===== src/rq_pkg.sv =====
`default_nettype none

// Requester side of the shared memory read path
package rq_pkg;

    // Number of read controllers sharing the memory
    localparam int NUM_RQ = 2;

    // Width of a requester id
    localparam int RQ_ID_W = 1;

    // Requester ids that double as the read tag on the memory side
    typedef enum logic [RQ_ID_W-1:0] {
        RQ_SCAN = 1'b0,
        RQ_HOST = 1'b1
    } rq_id_e;

endpackage : rq_pkg

`default_nettype wire


===== src/mem_pkg.sv =====
`default_nettype none

// Memory read bus and write port definitions
package mem_pkg;
    import rq_pkg::*;

    // Memory geometry
    localparam int ADDR_W    = 8;
    localparam int DATA_W    = 32;
    localparam int MEM_DEPTH = 256;

    // One controller's read request
    typedef struct packed {
        logic              req;
        logic [ADDR_W-1:0] addr;
    } mem_rd_req_t;

    // One controller's read response
    typedef struct packed {
        logic              ack;
        logic [DATA_W-1:0] data;
    } mem_rd_resp_t;

    // Request as seen by the memory with the owner's id as tag
    typedef struct packed {
        logic              req;
        logic [ADDR_W-1:0] addr;
        rq_id_e            id;
    } mem_tag_req_t;

    // Memory response returned with the tag of the read
    typedef struct packed {
        logic              ack;
        logic [DATA_W-1:0] data;
        rq_id_e            id;
    } mem_tag_resp_t;

    // Write port
    typedef struct packed {
        logic              en;
        logic [ADDR_W-1:0] addr;
        logic [DATA_W-1:0] data;
    } mem_wr_t;

endpackage : mem_pkg

`default_nettype wire


===== src/mem_rd_mux.sv =====
`timescale 1ns/1ps
`default_nettype none

module mem_rd_mux
    import rq_pkg::*, mem_pkg::*;
(
    input  mem_rd_req_t   rd_req  [NUM_RQ],
    input  rq_id_e        grant,
    input  logic          mem_rdy,
    input  mem_tag_resp_t tag_resp,
    output mem_tag_req_t  tag_req,
    output logic          rdy     [NUM_RQ],
    output mem_rd_resp_t  rd_resp [NUM_RQ]
);

    // Request path follows the grant, which also becomes the tag
    always_comb begin
        tag_req.req  = rd_req[grant].req;
        tag_req.addr = rd_req[grant].addr;
        tag_req.id   = grant;
    end

    for (genvar g = 0; g < NUM_RQ; g++) begin : g_rq
        logic is_owner;
        logic is_dest;

        // Ready goes to the current owner only
        assign is_owner = (int'(grant) == g);

        // Responses follow their tag, not the current grant,
        // since the owner may have changed while the read was in flight
        assign is_dest = (int'(tag_resp.id) == g);

        assign rdy[g] = mem_rdy && is_owner;

        always_comb begin
            if (tag_resp.ack && is_dest) begin
                rd_resp[g].ack  = 1'b1;
                rd_resp[g].data = tag_resp.data;
            end else begin
                rd_resp[g].ack  = 1'b0;
                rd_resp[g].data = '0;
            end
        end
    end : g_rq

endmodule : mem_rd_mux

`default_nettype wire


===== config.mk =====
export PLATFORM = sky130hd
export DESIGN_NAME = mem_rd_mux
export DESIGN_NICKNAME = d
export VERILOG_FILES = /design/src/rq_pkg.sv /design/src/mem_pkg.sv /design/src/mem_rd_mux.sv
export SDC_FILE = /design/constraint.sdc
export NUM_CORES = 1
export LEC_CHECK = 0
export BUFFER_PORTS_ARGS = -buffer_cell sky130_fd_sc_hd__buf_2
export CORE_ASPECT_RATIO = 1.75
export CORE_MARGIN = 2
export CORE_UTILIZATION = 26
export DETAILED_ROUTE_END_ITERATION = 10
export PLACE_DENSITY = 0.82
export SYNTH_ARGS = -nofsm -noshare
export SYNTH_HDL_FRONTEND = slang
export SYNTH_SLANG_ARGS = --single-unit

===== constraint.sdc =====
create_clock -name vclk -period 0.8
set_input_delay 0.04 -clock vclk [all_inputs]
set_output_delay 0.04 -clock vclk [all_outputs]
set_load 0.1 [all_outputs]

==> results_dict.tcl, run 1 <==
set metrics [dict create \
    status "did not finish" \
    stop_stage "4_1_cts" \
    error "[ERROR DPL-0033] detailed placement checks failed during check placement." \
    synth_nets 147 \
    synth_area_leader_cell "and3b_1" \
    rows 25 \
    routabilityCongestion 0.7952 \
    syn_area_um2 758.2 \
    pin_count 132 \
    yosys_warnings 0 \
    ys_top_cells_by_count "32 x and3_1, 32 x and3b_1, 11 x buf_6" \
    synth_top_area_share_pct 36.96 \
    cts_resized 34 \
    portBuffers 132 \
    synth_cells 93 \
    post_cts_buffers 0 \
    avgSynthCellArea_um2 8.153 \
    initial_utilization_pct 27.55 \
    die-width_um 44.82 \
    cts_hold_buf 0 \
    ys_seq_area_share_pct 0 \
    ys_types 8 \
    synthTopCellsByArea "and3b_1 37%, and3_1 26%, buf_6 16%, mux2_2 13%, buf_2 2.6%" \
    die_y_um 75.44 \
    dp_slack_ns -0.1859 \
]
[cell families after synthesis]
group,synth area share [%]
buffers and inverters,19.97
and+or+nand+nor,66.67
muxes,13.37
[stage by stage]
step	area [um^2]	hold WS [ns]	setup TNS [ns]	std cells
after floorplan	879.6	0.2843	-0.4035	93
after detailed placement	2542	0.4661	-3.030	241
after global placement	2542	0.4652	-1.662	241
==> run 2: changes to the inputs <==
--- a/config.mk
+++ b/config.mk
@@ -6,11 +6,10 @@
 export NUM_CORES = 1
 export LEC_CHECK = 0
 export BUFFER_PORTS_ARGS = -buffer_cell sky130_fd_sc_hd__buf_2
-export CORE_ASPECT_RATIO = 1.75
 export CORE_MARGIN = 2
-export CORE_UTILIZATION = 26
+export CORE_UTILIZATION = 20
 export DETAILED_ROUTE_END_ITERATION = 10
-export PLACE_DENSITY = 0.82
+export PLACE_DENSITY_LB_ADDON = 0.15
 export SYNTH_ARGS = -nofsm -noshare
 export SYNTH_HDL_FRONTEND = slang
 export SYNTH_SLANG_ARGS = --single-unit
==> constraint.sdc (replaced) <==
create_clock -name vclk -period 1.05
set_input_delay 0.0525 -clock vclk [all_inputs]
set_output_delay 0.0525 -clock vclk [all_outputs]
set_load 0.1 [all_outputs]
==> results_dict.tcl, run 2 <==
set metrics [dict create \
    insertedDiodeCount 0 \
    syn_area_um2 758.2 \
    drt-wirelength-per-cell_um 13.18 \
    pin_count 132 \
    hold_viol 0 \
    setup_viol 0 \
    max_freq_mhz 1025 \
    wl_mm 3.454 \
    drc 0 \
    routabilityCongestion 0.7083 \
    cts_hold_buf 0 \
    synth_area_leader_cell "and3b_1" \
    fill_cells 267 \
    slew_headroom_pct 67.51 \
    crit_type "in -> out" \
    syn_to_final_growth_pct 233.0 \
    ys_types 8 \
    dp_hpwl_mm 3.032 \
    final_common_cell "buf_12" \
    p_total_mw 1.862 \
    avgSynthCellArea_um2 8.153 \
    drt-initial-drc-count 40 \
    min_from "mem_rdy" \
    cp-end-kind "primary output" \
    first_pass_iters 2 \
    final_cell_mix "72 x buf_12, 63 x buf_2, 32 x and3b_2, 32 x and3_2, 9 x mux2_2" \
    status "finished, final reports clean" \
    die_y_um 65.57 \
    worst_pin_slew_ns 0.4908 \
    grt_first_pass_wirelength_mm 5.064 \
    synthTopCellsByArea "and3b_1 37%, and3_1 26%, buf_6 16%, mux2_2 13%, buf_2 2.6%" \
    synth_nets 147 \
    min_path_cells 3 \
    critPathArrivalTime_ns 0.92 \
    n_sequential_cell 0 \
    critPathLaunchType "primary input" \
    die-area_mm2 0.004299 \
    nClkBuffers 0 \
    hold_path_class "in -> out" \
    synth_cells 93 \
    cts_resized 0 \
    portBuffers 132 \
    maxCapViolations 0 \
    viasPerCell 4.519 \
    ys_top_cells_by_count "32 x and3_1, 32 x and3b_1, 11 x buf_6" \
    synth_top_area_share_pct 36.96 \
    path_max_fanout 10 \
    vias 1184 \
    antenna_found_initial 0 \
    initial_utilization_pct 20.71 \
    rsz0062_at_grt "false" \
    ys_seq_area_share_pct 0 \
    fin_crit_ns 0.9751 \
    cellPowerDensity_mw_per_mm2 737.6 \
    coreArea_mm2 0.003661 \
    layout-drive-gt1-share_pct 99.53 \
    min_to "rdy[1]" \
    nets 270 \
    grt_pass1_vias 1107 \
    grt_usage_pct 14.32 \
    final.period_utilization_pct 92.87 \
    setup_tns_ns 0 \
    drv_slew 0 \
    drtAntennaViolNets 0 \
    ir_drop_uv 369.6 \
    die-width_um 65.57 \
    post_cts_buffers 0 \
    cp.required_ns 1.00 \
    yosys_warnings 0 \
    rows 22 \
    grt_max_degree 49 \
    area.sequential_um2 0 \
    grt_overflow 0 \
    p_leak_nw 1.294 \
]
run 2: through the flow:
step           hold WS, ns  instances  setup slack, ns  utilization [%]  cell area, um^2
4_1_cts             0.5320        262          0.06515            68.97             2525
3_3_place_gp        0.5210        262           0.1053            68.97             2525
3_5_place_dp        0.5315        262          0.06515            68.97             2525
5_1_grt             0.5382        262          0.04794            68.97             2525
6_report            0.5300        262          0.07486            68.97             2525
2_1_floorplan       0.3165         93         -0.02189                -            844.6
run 2: final cells by class:
| cell class | count | area, um^2 | share of cell area, % |
|---|---|---|---|
| Multi-Input combinational cell | 77 | 693.2 | 27.45 |
| Tap cell | 48 | 60.06 | 2.379 |
| Timing Repair Buffer | 137 | 1772 | 70.17 |
run 2: logic make-up after synthesis:
group                  after synthesis  share of synthesized area (%)
buffers and inverters               16                          19.97
and+or+nand+nor                     68                          66.67
muxes                                9                          13.37
run 2: per-layer routing:
layer / part of all wire, % / global-route usage [%] / vias to the layer above
li1: - / - / 582
met1: 32 / 13.63 / 521
met2: 52 / 28.83 / 81
met3: 16 / 7.192 / 0
met4: 0 / 0 / 0
met5: 0 / 0 / -
run 2: report_power, final:
part / internal (mW) / switching (mW) / total (mW)
Combinational: 0.629 / 1.23 / 1.86
Clock: 0 / 0 / 0
Sequential: 0 / 0 / 0
Total: 0.629 / 1.23 / 1.86
run 2: worst max path at each step:
stage | to | depth (start not counted) | startpoint | slack, ns
5_1_grt | tag_req[6] | 3 | grant | 0.05
3_5_place_dp | tag_req[3] | 3 | grant | 0.07
4_1_cts | tag_req[3] | 3 | grant | 0.07
3_3_place_gp | tag_req[5] | 3 | grant | 0.11
6_report | tag_req[3] | 3 | grant | 0.07
2_1_floorplan | rd_resp[65] | 2 | tag_resp[33] | -0.02
run 2: worst max-delay path: stages:
cell and delay [ns]:
buf_2 0.21, mux2_2 0.37, buf_2 0.29
No activity file was read; power rests on OpenSTA's default activity.
==> run 3: changes to the inputs <==
==> constraint.sdc (replaced) <==
create_clock -name vclk -period 1.05
set_input_delay 0.105 -clock vclk [all_inputs]
set_output_delay 0.105 -clock vclk [all_outputs]
set_load 0.1 [all_outputs]
==> results_dict.tcl, run 3 (synthesized netlist as in run 2, its figures left out) <==
set metrics [dict create \
    die_y_um 65.57 \
    coreArea_mm2 0.003661 \
    first_pass_iters 2 \
    initial_utilization_pct 20.71 \
    maxCapViolations 0 \
    ir_drop_uv 472.3 \
    pin_count 132 \
    rsz0062_at_grt "false" \
    placed_cell_area_mm2 0.002539 \
    combPwrFrac_pct 100.0 \
    p_int_mw 0.6507 \
    layout-drive-gt1-share_pct 100.0 \
    dp_hpwl_mm 2.953 \
    grt_first_pass_wirelength_mm 5.361 \
    drtAntennaViolNets 0 \
    worst_pin_slew_ns 0.2784 \
    p_total_mw 1.882 \
    routabilityCongestion 0.7187 \
    cellPowerDensity_mw_per_mm2 734.2 \
    viasPerCell 4.483 \
    final_util_pct 70.03 \
    drv_slew 0 \
    multiInputGateArea_um2 699.4 \
    drc 0 \
    path_max_fanout 11 \
    design_area_mm2 0.002564 \
    seq_power_share_pct 0 \
    vias 1179 \
    antenna_found_initial 0 \
    swShare_pct 65.43 \
    p_switching_mw 1.232 \
    wl_mm 3.442 \
    setup_viol 0 \
    critPathLaunchType "primary input" \
    grt_pass1_vias 1138 \
    slew_headroom_pct 81.60 \
    drt-initial-drc-count 44 \
    hold_path_class "in -> out" \
    drt-wirelength-per-cell_um 13.09 \
    final_common_cell "buf_12" \
    cts_hold_buf 0 \
    grt_usage_pct 15.04 \
    syn_to_final_growth_pct 238.1 \
    critPathArrivalTime_ns 0.89 \
    clockPowerShare_pct 0 \
    fill_cells 259 \
    area.sequential_um2 0 \
    max_freq_mhz 1001 \
    crit_type "in -> out" \
    status "finished, final reports clean" \
    hold_viol 0 \
    grt_overflow 0 \
    final.period_utilization_pct 95.13 \
    p_leak_nw 1.312 \
    die-area_mm2 0.004299 \
    fin_crit_ns 0.9989 \
    portBuffers 132 \
    die-width_um 65.57 \
    nets 271 \
    final_cell_mix "72 x buf_12, 53 x buf_2, 32 x and3b_2, 32 x and3_2, 12 x buf_4" \
    insertedDiodeCount 0 \
    rows 22 \
    nClkBuffers 0 \
    cp-end-kind "primary output" \
    n_sequential_cell 0 \
    grt_max_degree 47 \
    setup_tns_ns 0 \
    cp.required_ns 0.94 \
]
-- run 3: final timing paths --
check | from | endpoint | cells past startpoint
worst min-delay path | mem_rdy | rdy[1] | 3
worst max-delay path | grant | tag_req[5] | 3
-- run 3: per-stage QoR --
step                      cells  hold slack [ns]  setup slack (ns)
after floorplan              93           0.4143           -0.1269
after global placement      263           0.5873         -0.009233
after detailed placement    263           0.5905          -0.04768
after CTS                   263           0.5908          0.004646
after global routing        263           0.6008           0.01833
final                       263           0.5896           0.05114
-- run 3: layer usage --
| layer | share of wire (%) | vias to the layer above | GRT usage [%] | routed length (um) |
|---|---|---|---|---|
| met3 | 10 | 0 | 3.938 | 359 |
| met2 | 54 | 59 | 28.83 | 1867 |
| met1 | 35 | 538 | 17.62 | 1214 |
| met5 | 0 | - | 0 | 0 |
| met4 | 0 | 0 | 0 | 0 |
| li1 | - | 582 | - | - |
-- run 3: final cells by class --
type / count / area share, %
repair buffers: 138 / 70.38
multi-input cells: 77 / 27.28
well taps: 48 / 2.343
-- run 3: timing repair --
item | in CTS | in global routing
setup endpoints to repair | 9 | 9
gates resized for setup | 9 | 1
setup buffers | 0 | 0
-- run 3: worst max-delay path: stages --
cell      delay (ns)
clkbuf_4        0.19
mux2_2          0.36
buf_4           0.23
-- run 3: power by group through the flow --
stage          Clock (mW)  Sequential [mW]  Combinational [mW]
6_report                0                0                1.88
5_1_grt                 0                0                1.94
4_1_cts                 0                0                1.89
3_5_place_dp            0                0                1.88
3_3_place_gp            0                0                1.86
2_1_floorplan           0                0                1.24
==> run 4: changes to the inputs <==
--- a/config.mk
+++ b/config.mk
@@ -10,6 +10,8 @@
 export CORE_UTILIZATION = 20
 export DETAILED_ROUTE_END_ITERATION = 10
 export PLACE_DENSITY_LB_ADDON = 0.15
+export RECOVER_POWER = 25
+export SLEW_MARGIN = 0
 export SYNTH_ARGS = -nofsm -noshare
 export SYNTH_HDL_FRONTEND = slang
 export SYNTH_SLANG_ARGS = --single-unit
==> results_dict.tcl, run 4 (synthesized netlist as in run 2, its figures left out) <==
set metrics [dict create \
    status "finished, final reports clean" \
    min_to "rdy[1]" \
    setup_viol 0 \
    crit_type "in -> out" \
    grt_overflow 0 \
    n_sequential_cell 0 \
    nets 271 \
    drv_slew 0 \
    first_pass_iters 2 \
    seq_power_share_pct 0 \
    fill_cells 272 \
    cp-end-kind "primary output" \
    die_y_um 65.57 \
    rows 22 \
    max_freq_mhz 1001 \
    swShare_pct 66.29 \
    worst_pin_slew_ns 0.2834 \
    grt_max_degree 47 \
    fin_crit_ns 0.9989 \
    hold_viol 0 \
    area.sequential_um2 0 \
    final_util_pct 68.11 \
    cts_hold_buf 0 \
    antenna_found_initial 0 \
    slew_headroom_pct 81.26 \
    grt_first_pass_wirelength_mm 5.361 \
    grt_pass1_vias 1138 \
    drc 0 \
    die-area_mm2 0.004299 \
    p_switching_mw 1.227 \
    routabilityCongestion 0.7187 \
    pin_count 132 \
    post_cts_buffers 0 \
    fin_cells 263 \
    final.period_utilization_pct 95.13 \
    critPathArrivalTime_ns 0.89 \
    min_path_cells 3 \
    portBuffers 132 \
    p_int_mw 0.6242 \
    drt-initial-drc-count 46 \
    nClkBuffers 0 \
    final_common_cell "buf_12" \
    insertedDiodeCount 0 \
    dp.cells 263 \
    initial_utilization_pct 20.71 \
    drt-wirelength-per-cell_um 13.07 \
    min_from "mem_rdy" \
    ir_drop_uv 471.2 \
    cellPowerDensity_mw_per_mm2 742.5 \
    cp.required_ns 0.94 \
    drtAntennaViolNets 0 \
    maxCapViolations 0 \
    critPathLaunchType "primary input" \
    layout-drive-gt1-share_pct 98.14 \
    coreArea_mm2 0.003661 \
    p_leak_nw 1.296 \
    dp_slack_ns -0.04768 \
    combPwrFrac_pct 100.0 \
    syn_to_final_growth_pct 228.9 \
    hold_path_class "in -> out" \
    wl_mm 3.438 \
    grt_usage_pct 15.04 \
    die-width_um 65.57 \
    final_cell_mix "62 x buf_12, 53 x buf_2, 32 x and3_2" \
    vias 1177 \
    viasPerCell 4.475 \
    setup_slack_ns 0.05113 \
    clockPowerShare_pct 0 \
    path_max_fanout 11 \
    rsz0062_at_grt "false" \
    dp_hpwl_mm 2.953 \
]
-- run 4: cell counts in the layout (fill, tap and decap cells not counted) --
Identical to the previous run, type by type.
-- run 4: cell type report --
class                           count  area (um^2)  share of cell area, %
Timing Repair Buffer              138         1739                  69.74
Multi-Input combinational cell     77        694.4                  27.85
Tap cell                           48        60.06                  2.408
-- run 4: worst max path at each step --
stage                       startpoint     endpoint  slack (ns)  depth (start not counted)
after detailed placement         grant   tag_req[5]       -0.05                          3
after floorplan           tag_resp[33]  rd_resp[65]       -0.13                          2
after CTS                        grant   tag_req[5]       0.005                          3
after global placement           grant   tag_req[8]      -0.009                          3
final                            grant   tag_req[5]        0.05                          3
after global routing      tag_resp[33]  rd_resp[23]        0.01                          4
-- run 4: worst max-delay path: stages --
cell and delay [ns]:
clkbuf_4 0.19, mux2_2 0.36, buf_4 0.23
-- run 4: timing repair --
| item | 4_1_cts | 5_1_grt |
|---|---|---|
| gates resized for setup | 9 | 1 |
| endpoints found under the setup margin | 9 | 9 |
| hold endpoints to repair | 0 | 0 |
-- run 4: per-layer routing --
layer | track usage (%) | part of all wire [%] | wire length, um
met5 | 0 | 0 | 0
met4 | 0 | 0 | 0
met2 | 28.83 | 55 | 1875
met3 | 3.938 | 11 | 361
met1 | 17.62 | 35 | 1201
-- run 4: through the flow --
| stage | TNS [ns] | hold slack [ns] | power (mW) | area (um^2) |
|---|---|---|---|---|
| 2_1_floorplan | -0.1269 | 0.4143 | 1.236 | 850.8 |
| 3_3_place_gp | -0.07872 | 0.5873 | 1.857 | 2539 |
| 3_5_place_dp | -0.2630 | 0.5905 | 1.875 | 2539 |
| 5_1_grt | 0 | 0.6576 | 1.909 | 2494 |
| 4_1_cts | 0 | 0.5908 | 1.894 | 2561 |
| 6_report | 0 | 0.6458 | 1.851 | 2494 |
-- run 4: power by group through the flow --
stage	clock (mW)	sequential [mW]	combinational, mW
after floorplan	0	0	1.24
after global placement	0	0	1.86
after detailed placement	0	0	1.88
after CTS	0	0	1.89
after global routing	0	0	1.91
final	0	0	1.85
